==> src/common/serial_sram_pkg.sv <==
/* shared types and constants for the serial SRAM loader
   baud_div is fixed at build time, the UART has no runtime rate setting */
`default_nettype none

package serial_sram_pkg;

    typedef logic [7:0]  byte_t;
    typedef logic [15:0] addr_t;   // full 64 KiB space, wraps at 0xffff
    typedef logic [7:0]  len_t;    // 0 encodes 256

    // command codes, first byte of every frame
    localparam byte_t cmd_write = 8'h57;   // 'W'
    localparam byte_t cmd_read  = 8'h52;   // 'R'

    // clocks per serial bit, kept small for simulation
    localparam int baud_div   = 16;
    localparam int baud_cnt_w = $clog2(baud_div);

    // loader FSM states
    typedef enum logic [2:0] {
        idle,         // waiting for command byte
        addr_hi,      // address bits 15:8
        addr_lo,      // address bits 7:0
        length,       // byte count
        write_data,   // one SRAM write per received byte
        read_addr,    // address settles on the SRAM
        read_send,    // hand read byte to the transmitter
        read_wait     // transmitter busy with the frame
    } loader_state_t;

endpackage

`default_nettype wire

==> src/common/serial_byte_if.sv <==
/* byte-level handshake between the UART halves and the loader
   rx_stb, rx_err and tx_start are single-cycle pulses, tx_busy is a level */
`timescale 1ns/1ps
`default_nettype none

interface serial_byte_if import serial_sram_pkg::*; ();

    byte_t rx_dat;     // valid while rx_stb is high
    logic  rx_stb;
    logic  rx_err;     // stop bit sampled low
    byte_t tx_dat;
    logic  tx_start;   // only legal while tx_busy is low
    logic  tx_busy;

    modport rx_side (
        output rx_dat,
        output rx_stb,
        output rx_err
    );

    modport tx_side (
        input  tx_dat,
        input  tx_start,
        output tx_busy
    );

    modport host (
        input  rx_dat,
        input  rx_stb,
        input  rx_err,
        output tx_dat,
        output tx_start,
        input  tx_busy
    );

endinterface

`default_nettype wire

==> src/uart/uart_rx.sv <==
/* 8N1 receiver, no parity, baud_div clocks per bit
   a start bit that reads high again at its middle is dropped as a glitch */
`timescale 1ns/1ps
`default_nettype none

module uart_rx import serial_sram_pkg::*; (
    input  logic           clk,
    input  logic           reset,
    input  logic           rx,
    serial_byte_if.rx_side link
);

    localparam logic [baud_cnt_w-1:0] half_bit = baud_cnt_w'(baud_div / 2 - 1);
    localparam logic [baud_cnt_w-1:0] full_bit = baud_cnt_w'(baud_div - 1);

    typedef enum logic [1:0] {
        rx_idle,
        rx_start,
        rx_data,
        rx_stop
    } rx_state_t;

    rx_state_t             state;
    logic                  rx_meta;
    logic                  rx_sync;
    logic                  rx_prev;     // for falling edge detect
    logic [baud_cnt_w-1:0] baud_cnt;
    logic [2:0]            bit_idx;
    byte_t                 shift_reg;
    logic                  stb;
    logic                  err;

    // two-flop synchronizer, idles high like the line
    always_ff @(posedge clk) begin
        if (reset) begin
            rx_meta <= 1'b1;
            rx_sync <= 1'b1;
            rx_prev <= 1'b1;
        end else begin
            rx_meta <= rx;
            rx_sync <= rx_meta;
            rx_prev <= rx_sync;
        end
    end

    always_ff @(posedge clk) begin
        if (reset) begin
            state    <= rx_idle;
            baud_cnt <= '0;
            bit_idx  <= '0;
            stb      <= 1'b0;
            err      <= 1'b0;
        end else begin
            stb <= 1'b0;
            err <= 1'b0;
            case (state)
                rx_idle: begin
                    baud_cnt <= '0;
                    if (rx_prev && !rx_sync) begin
                        state <= rx_start;
                    end
                end
                rx_start: begin
                    if (baud_cnt == half_bit) begin   // middle of start bit
                        baud_cnt <= '0;
                        bit_idx  <= '0;
                        state    <= rx_sync ? rx_idle : rx_data;
                    end else begin
                        baud_cnt <= baud_cnt + 1'b1;
                    end
                end
                rx_data: begin
                    if (baud_cnt == full_bit) begin
                        baud_cnt <= '0;
                        bit_idx  <= bit_idx + 1'b1;
                        if (bit_idx == 3'd7) begin
                            state <= rx_stop;
                        end
                    end else begin
                        baud_cnt <= baud_cnt + 1'b1;
                    end
                end
                rx_stop: begin
                    if (baud_cnt == full_bit) begin
                        stb   <= rx_sync;    // good stop bit
                        err   <= !rx_sync;
                        state <= rx_idle;
                    end else begin
                        baud_cnt <= baud_cnt + 1'b1;
                    end
                end
                default: state <= rx_idle;
            endcase
        end
    end

    // LSB arrives first
    always_ff @(posedge clk) begin
        if (state == rx_data && baud_cnt == full_bit) begin
            shift_reg <= {rx_sync, shift_reg[7:1]};
        end
    end

    assign link.rx_dat = shift_reg;
    assign link.rx_stb = stb;
    assign link.rx_err = err;

    a_stb_err_excl: assert property (@(posedge clk) disable iff (reset)
        !(link.rx_stb && link.rx_err))
        else $error("rx_stb and rx_err high together");

endmodule

`default_nettype wire

==> src/uart/uart_tx.sv <==
/* 8N1 transmitter, LSB first, baud_div clocks per bit
   tx_start is ignored while busy, callers must wait for tx_busy low */
`timescale 1ns/1ps
`default_nettype none

module uart_tx import serial_sram_pkg::*; (
    input  logic           clk,
    input  logic           reset,
    output logic           tx,
    serial_byte_if.tx_side link
);

    localparam logic [baud_cnt_w-1:0] full_bit = baud_cnt_w'(baud_div - 1);

    logic [baud_cnt_w-1:0] baud_cnt;
    logic [3:0]            bit_cnt;     // bits already on the line
    logic [8:0]            shift_reg;   // data bits then stop bit
    logic                  busy;

    always_ff @(posedge clk) begin
        if (reset) begin
            busy     <= 1'b0;
            tx       <= 1'b1;
            baud_cnt <= '0;
            bit_cnt  <= '0;
        end else if (!busy) begin
            if (link.tx_start) begin
                busy     <= 1'b1;
                tx       <= 1'b0;            // start bit
                baud_cnt <= '0;
                bit_cnt  <= '0;
            end
        end else if (baud_cnt == full_bit) begin
            baud_cnt <= '0;
            if (bit_cnt == 4'd9) begin       // stop bit done
                busy <= 1'b0;
                tx   <= 1'b1;
            end else begin
                tx      <= shift_reg[0];
                bit_cnt <= bit_cnt + 1'b1;
            end
        end else begin
            baud_cnt <= baud_cnt + 1'b1;
        end
    end

    always_ff @(posedge clk) begin
        if (!busy && link.tx_start) begin
            shift_reg <= {1'b1, link.tx_dat};
        end else if (busy && baud_cnt == full_bit) begin
            shift_reg <= {1'b1, shift_reg[8:1]};
        end
    end

    assign link.tx_busy = busy;

    // the loader must never start a frame over a running one
    a_start_idle: assert property (@(posedge clk) disable iff (reset)
        link.tx_start |-> !link.tx_busy)
        else $error("tx_start while tx_busy");

endmodule

`default_nettype wire

==> src/sram_loader.sv <==
/* command parser and SRAM engine, expects a combinational SRAM read
   rx_err in any state drops the command, bytes already written stay written */
`timescale 1ns/1ps
`default_nettype none

module sram_loader import serial_sram_pkg::*; (
    input  logic        clk,
    input  logic        reset,
    serial_byte_if.host link,
    output addr_t       sram_addr,
    output byte_t       sram_wdata,
    output logic        sram_we,
    input  byte_t       sram_rdata
);

    loader_state_t state;
    byte_t         cmd;
    addr_t         addr;
    len_t          remaining;   // counts down, 0 stands for 256
    byte_t         wdata;
    logic          we;
    logic          last;

    assign last = (remaining == 8'd1);

    always_ff @(posedge clk) begin
        if (reset) begin
            state     <= idle;
            cmd       <= '0;
            addr      <= '0;
            remaining <= '0;
            we        <= 1'b0;
        end else begin
            we <= 1'b0;
            if (link.rx_err) begin
                state <= idle;                    // abort on framing error
            end else begin
                case (state)
                    idle: begin
                        if (link.rx_stb) begin
                            cmd   <= link.rx_dat;
                            state <= addr_hi;
                        end
                    end
                    addr_hi: begin
                        if (link.rx_stb) begin
                            addr[15:8] <= link.rx_dat;
                            state      <= addr_lo;
                        end
                    end
                    addr_lo: begin
                        if (link.rx_stb) begin
                            addr[7:0] <= link.rx_dat;
                            state     <= length;
                        end
                    end
                    length: begin
                        if (link.rx_stb) begin
                            remaining <= link.rx_dat;
                            case (cmd)
                                cmd_write: state <= write_data;
                                cmd_read:  state <= read_addr;
                                default:   state <= idle;   // unknown, header swallowed
                            endcase
                        end
                    end
                    write_data: begin
                        if (we) begin                     // write cycle ends here
                            addr      <= addr + 16'd1;
                            remaining <= remaining - 8'd1;
                            if (last) begin
                                state <= idle;
                            end
                        end
                        if (link.rx_stb) begin
                            we <= 1'b1;
                        end
                    end
                    read_addr: state <= read_send;
                    read_send: state <= read_wait;
                    read_wait: begin
                        if (!link.tx_busy) begin
                            if (last) begin
                                state <= idle;
                            end else begin
                                addr      <= addr + 16'd1;
                                remaining <= remaining - 8'd1;
                                state     <= read_addr;
                            end
                        end
                    end
                    default: state <= idle;
                endcase
            end
        end
    end

    always_ff @(posedge clk) begin
        if (state == write_data && link.rx_stb) begin
            wdata <= link.rx_dat;
        end
    end

    assign sram_addr  = addr;
    assign sram_wdata = wdata;
    assign sram_we    = we;

    // read byte goes straight from the SRAM to the transmitter
    assign link.tx_dat   = sram_rdata;
    assign link.tx_start = (state == read_send);

    a_we_in_write: assert property (@(posedge clk) disable iff (reset)
        sram_we |-> state == write_data)
        else $error("sram_we outside write_data");

endmodule

`default_nettype wire

==> src/serial_sram_top.sv <==
/* serial SRAM loader top, 8N1 at baud_div clocks per bit
   SRAM read data must be valid in the same cycle as sram_addr */
`timescale 1ns/1ps
`default_nettype none

module serial_sram_top import serial_sram_pkg::*; (
    input  logic  clk,
    input  logic  reset,
    input  logic  rx,           // serial in, idles high
    output logic  tx,           // serial out, idles high
    output addr_t sram_addr,
    output byte_t sram_wdata,
    output logic  sram_we,
    input  byte_t sram_rdata
);

    serial_byte_if link ();

    uart_rx uart_rx_i (
        .clk   (clk),
        .reset (reset),
        .rx    (rx),
        .link  (link.rx_side)
    );

    uart_tx uart_tx_i (
        .clk   (clk),
        .reset (reset),
        .tx    (tx),
        .link  (link.tx_side)
    );

    sram_loader sram_loader_i (
        .clk        (clk),
        .reset      (reset),
        .link       (link.host),
        .sram_addr  (sram_addr),
        .sram_wdata (sram_wdata),
        .sram_we    (sram_we),
        .sram_rdata (sram_rdata)
    );

endmodule

`default_nettype wire

==> config.mk <==
export PLATFORM = sky130hd
export DESIGN_NAME = serial_sram_top
export DESIGN_NICKNAME = d
export VERILOG_FILES = /design/src/common/serial_sram_pkg.sv /design/src/common/serial_byte_if.sv /design/src/uart/uart_rx.sv /design/src/uart/uart_tx.sv /design/src/sram_loader.sv /design/src/serial_sram_top.sv
export SDC_FILE = /design/constraint.sdc
export NUM_CORES = 1
export LEC_CHECK = 0
export BUFFER_PORTS_ARGS = -buffer_cell sky130_fd_sc_hd__buf_2
export CORE_MARGIN = 2
export CORE_UTILIZATION = 50
export DETAILED_ROUTE_END_ITERATION = 6
export PLACE_DENSITY_LB_ADDON = 0.2
export SETUP_SLACK_MARGIN = 0.3
export SLEW_MARGIN = 20
export SYNTH_ARGS = -nofsm -noshare
export SYNTH_HDL_FRONTEND = slang
export SYNTH_SLANG_ARGS = --single-unit
==> constraint.sdc <==
create_clock -name clk -period 5.1 [get_ports clk]
set_clock_uncertainty 0.1 [all_clocks]
set_input_delay 0.255 -clock clk [delete_from_list [all_inputs] [get_ports clk]]
set_output_delay 0.255 -clock clk [all_outputs]
set_load 0.1 [all_outputs]
## After elaboration in Yosys (flattened, before gate mapping)

Index checks and enable logic that the tools add are counted.

- Register bits: 84
- Input bits: 11
- Output and inout port bits: 26
- Word-level logic and storage cells: 143

- $add $sub $neg: 6
- Equal/unequal tests: 34
- Multiplexer cells: 51
- Bitwise gates (word level): 4
- Reductions and logical operators: 27

Operators by type and width:

| cell | number |
|---|---|
| 8-bit case mux with 3 select lines | 3 |
| 16-bit two-way mux | 3 |
| 8-bit two-way mux | 6 |
| 4-bit two-way mux | 9 |
| 3-bit two-way mux | 10 |
| 3-bit case mux with 8 select lines | 1 |
| 2-bit != test, second input constant | 9 |
| 6-bit AND reduction | 3 |
| 16-bit by 1-bit adder with 16-bit output, second input constant | 1 |
| 8-bit by 7-bit == test with 1-bit output, second input constant | 2 |
| 4-bit case mux with 4 select lines | 1 |
| 3-bit == test, second input constant | 5 |
| 2-bit by 1-bit != test with 1-bit output, second input constant | 7 |
| 4-bit by 1-bit adder with 4-bit output, second input constant | 3 |
| 4-bit == test, second input constant | 3 |
| 2-bit two-way mux | 6 |
| 3-bit case mux with 2 select lines | 2 |
| 1-bit two-way mux | 9 |
| 3-bit AND reduction | 3 |
| 3-bit nonzero test | 3 |
| 8-bit by 1-bit == test with 1-bit output, second input constant | 1 |
| 2-bit case mux with 4 select lines | 1 |
| 8-bit by 1-bit subtractor with 8-bit output, second input constant | 1 |
| 7-bit AND reduction | 1 |
| 16 further kinds | 29 |

## Longest topological paths before layout

- Word-level depth: 4
- Depth in mapped cells: 8
- Mapped depth without buffers: 7

## Modules after synthesis

Synthesis repeated with hierarchy kept, for this count alone.

- Cells, all modules: 477
- Area total of the unflattened synthesis: 4411.7 sq um

By module, submodules not included:

| module | times used | cells an instance | area an instance (sq um) | seq. area each (sq um) |
|---|---|---|---|---|
| sram_loader | 1 | 300 | 2598.7 | 960.9 |
| uart_rx | 1 | 83 | 925.9 | 520.5 |
| uart_tx | 1 | 94 | 887.1 | 440.4 |

## Least setup slack after synthesis

Ideal clock, no wire load.

- Kind: register to register
- Start: reg sram_loader_i.addr[1], in the netlist sram_loader_i.sram_addr[1]
- End: reg sram_loader_i.addr[12], in the netlist sram_loader_i.sram_addr[12]
- Library setup time: 71 ps
- Arrival time: 2264 ps
- Data required time: 4929 ps
- Path slack: 2666 ps
- Stages on the path, launching flop included: 7
- Path buffers: 0
- Period minus slack after synthesis: 2434 ps
- Path through: dfxtp_1 > ha_1 > nand3_1 > or3_1 > nor4bb_1 > o21bai_1 > a21oi_1

- Word-level cells in the longest chain between the ends: 4
- Elaborated cells between the ends (all ways): 5
- Classes of those cells: add/sub (1); mux (4)

Ends and longest elaborated chain:

| what | line | text |
|---|---|---|
| start, declared | sram_loader.sv:18 | `addr_t addr;` |
| start signal, assigned | sram_loader.sv:53 | `addr[7:0] <= link.rx_dat;` |
| start signal, assigned | sram_loader.sv:69 | `addr <= addr + 16'd1;` |
| start signal, assigned | sram_loader.sv:86 | `addr <= addr + 16'd1;` |
| 16-bit by 1-bit adder with 16-bit output * | sram_loader.sv:69, sram_loader.sv:86 |  |
| 16-bit two-way mux | sram_loader.sv:83 | `if (last) begin` |
| 16-bit two-way mux | sram_loader.sv:82 | `if (!link.tx_busy) begin` |
| 8-bit case mux with 3 select lines * | sram_loader.sv:38 | `case (state)` |

Every way passes the cells marked *; elsewhere a longest branch is shown, timed or not. The select of a mux whose other input is x is not followed.
A chain may end at the register's enable or synchronous reset.

## Worst setup path after layout

- Start: reg sram_loader_i.state[0]
- End: reg sram_loader_i.addr[6], in the netlist sram_loader_i.sram_addr[6]

- Word-level cells in the longest chain between the ends: 3
- Elaborated cells between the ends (all ways): 10
- Classes of those cells: eq/ne (7); mux (1); reduce/logical (2)

Ends and longest elaborated chain:

| what | line | text |
|---|---|---|
| start, declared | sram_loader.sv:16 | `loader_state_t state;` |
| start signal, assigned | sram_loader.sv:28 | `state <= idle;` |
| start signal, assigned | sram_loader.sv:36 | `state <= idle;` |
| start signal, assigned | sram_loader.sv:42 | `state <= addr_hi;` |
| 3-bit by 2-bit == test with 1-bit output / 3-bit == test (equally long branches) | sram_loader.sv:38 |  |
| 2-bit != test (no source line) (tied with other cells) | n/a |  |
| 6-bit AND reduction (no source line) | n/a |  |

Several ways; a longest one is shown, not always the timed one.

==> results.cfg <==
[run_status]
status = finished, final reports clean

[pwr]
swShare = 0.259
p_seq_frac = 0.570
pwr-share-comb = 0.077
clkPwrFrac = 0.353
vdd_drop_max_mv = 0.131
power.internal_uw = 905
p_leak_nw = 1.74
powerDensity_nw_per_um2 = 266
power_switching_uw = 316

[synth]
avgSynthCellArea_sq_um = 9.11
synth_area_leader_cell = dfxtp_1
syn_area_sq_um = 4170
synth_top_area_share = 0.288
synth_seq_cells = 84
seq_area_frac_synth = 0.461
synth-warning-count = 0
synth_cell_types = 59
syn_inst = 457
synth_area_leaders = dfxtp_1, edfxtp_1, nand2_1
synth_edf_count = 24
synthArstFlopShare = 0
postSynthNetCount = 485
synth_ff_type = dfxtp_1

[timing]
fmax_mhz = 390
setup_viol_count_final = 0
rsz0062_at_grt = no
fin_hold_ws_ps = 51.3
finalSetupTns_ps = 0
slew_headroom = 0.381
worst_pin_slew_ps = 928
slew_viol_final = 0
period_share = 0.503
hold_viol_final = 0
final.min_clock_period_ps = 2560

[floorplan]
rows = 33
ios = 37
die_h_um = 95.3
coreArea_sq_um = 8130
die-area_sq_um = 9080
die_w_um = 95.3
floorplan.initialDensity = 0.512

[routing]
drtAntennaViolNets = 0
vias = 3410
routedWlPerCell_um = 14.6
drcViolationCount = 0
wl_mm = 8.75
viasPerCell = 5.70
drt_iter0_markers = 124
drt_first_pass_iters = 4

[setup_path]
critPathKind = reg2reg
crit_arrival_ps = 2680
crit_buf_inv = 2
worstPathRequired_ps = 5220
worstPathCellList = inv_1, ha_1, o21ai_2, buf_4, or3_1, nor2_1, o21ai_0, a21oi_1
rrSetupSlack_ps = 2540
end_kind = register
critical_path.max_fanout = 24
critPathMaxStageDelay_ps = 770
startpoint_type = register
cp_top_family = compound AO/OA/AOI/OAI gates
cpMaxStageDelayCell = o21ai_2

[cells_and_area]
layout_commonest_cell = nand2_1
largest_reg_flops = 16
area_growth_pct = 10.3
drive_above_1_share = 0.146
nets = 516
layout_common_cells = nand2_1, dfxtp_1, a21oi_1
diodes = 0

[grt]
grt_pass1_vias = 3073
antenna_found_initial = 0
grt-ovfl-total = 0
grt_pass1_wl_mm = 14.4
grt_usage = 0.205
grt_max_degree = 62

[clocking]
htreeDepth = 3
ctsRootBufferMaster = clkbuf_8
clock_sinks = 84
clock_path_buffers = 2
postCtsSetupRepairBufs = 0
path_clk_slew_ps = 90
cts_made_buffers = 9
insertion_delay_ps = 360
cts_tree = built

[placed_design]
io_buffers = 36
gp_congestion = 0.864
dp_hpwl_mm = 6.04

[job]
max-cap-violations = 0

[worst_hold_path]
hold_path.class = in2reg
==> worst paths after layout <==
kind         depth (start not counted)                                 endpoint                                start
min reg2reg                          1             uart_rx_i.rx_sync$_SDFF_PP1_         uart_rx_i.rx_meta$_SDFF_PP1_
max reg2reg                          8  sram_loader_i.sram_addr[6]$_SDFFE_PP0P_  sram_loader_i.state[0]$_SDFFE_PP0P_
min                                  3         uart_tx_i.shift_reg[3]$_DFFE_PP_                        sram_rdata[3]
max                                  8  sram_loader_i.sram_addr[6]$_SDFFE_PP0P_  sram_loader_i.state[0]$_SDFFE_PP0P_
==> timing repair <==
item | in CTS | in global routing
gates resized for setup | 0 | 0
endpoints found under the hold margin | 1 | 0
hold buffers | 1 | 0
==> layout make-up <==
| type | count | area (sq um) |
|---|---|---|
| Tap cell | 105 | 131 |
| Sequential cell | 84 | 1920 |
| Multi-Input combinational cell | 341 | 2110 |
| Inverter | 12 | 45.0 |
| Timing Repair Buffer | 40 | 213 |
| Fill cell | 743 | 3540 |
| Clock inverter | 7 | 50.0 |
| Clock buffer | 9 | 124 |
==> power groups by stage <==
| stage | combinational (mW) | sequential, mW | clock (mW) |
|---|---|---|---|
| after floorplan | 0.0719 | 0.710 | 0 |
| after global placement | 0.0894 | 0.711 | 0 |
| after detailed placement | 0.0934 | 0.711 | 0 |
| after CTS | 0.0943 | 0.696 | 0.443 |
| after global routing | 0.105 | 0.698 | 0.469 |
| final | 0.0935 | 0.696 | 0.431 |
==> logic make-up after synthesis <==
logic type                 Yosys count  synth area share
AOI/OAI and AO/OA                  117             0.182
xor gates and xnor gates             4           0.00841
adders and majority gates           17            0.0511
buffers and inverters               32            0.0327
DFF                                 84             0.461
muxes                               15            0.0366
and+or+nand+nor                    188             0.228
==> per-layer routing <==
layer  GRT usage  wire length [um]  vias to the layer above
met4      0.0809               178                        0
met1       0.269              4080                     1629
li1            -                 -                     1712
met2       0.323              4250                       59
met3      0.0530               249                       10
met5           0                 0                        -
==> Yosys cell counts, drive strengths merged (3+ instances only) <==
cell	n
nand2	63
a21o	7
nand3	10
a22o	3
nor3	12
and3	7
nor2	40
dfxtp	60
a31oi	13
buf	3
nand4	8
nand3b	7
inv	12
xor2	3
and2	3
nor4	3
edfxtp	24
nor2b	5
or2	7
o21ai	26
a21oi	44
ha	17
nand2b	10
clkbuf	17
nor3b	4
mux2i	13
==> through the flow <==
step | cell area [sq um] | setup WS [ps] | utilization | total power, mW | cells
2_1_floorplan | 4170 | 2670 | - | 0.782 | 457
3_3_place_gp | 4410 | 2670 | 0.542 | 0.800 | 581
3_5_place_dp | 4410 | 2570 | 0.542 | 0.805 | 581
4_1_cts | 4600 | 2560 | 0.565 | 1.23 | 598
5_1_grt | 4600 | 2300 | 0.565 | 1.27 | 598
6_report | 4600 | 2540 | 0.565 | 1.22 | 598
==> worst min-delay path: stages <==
cell and delay, ps:
buf_2 70, nand2_1 40, nand2_1 50
Note: power is estimated with default switching activity, not from simulation.
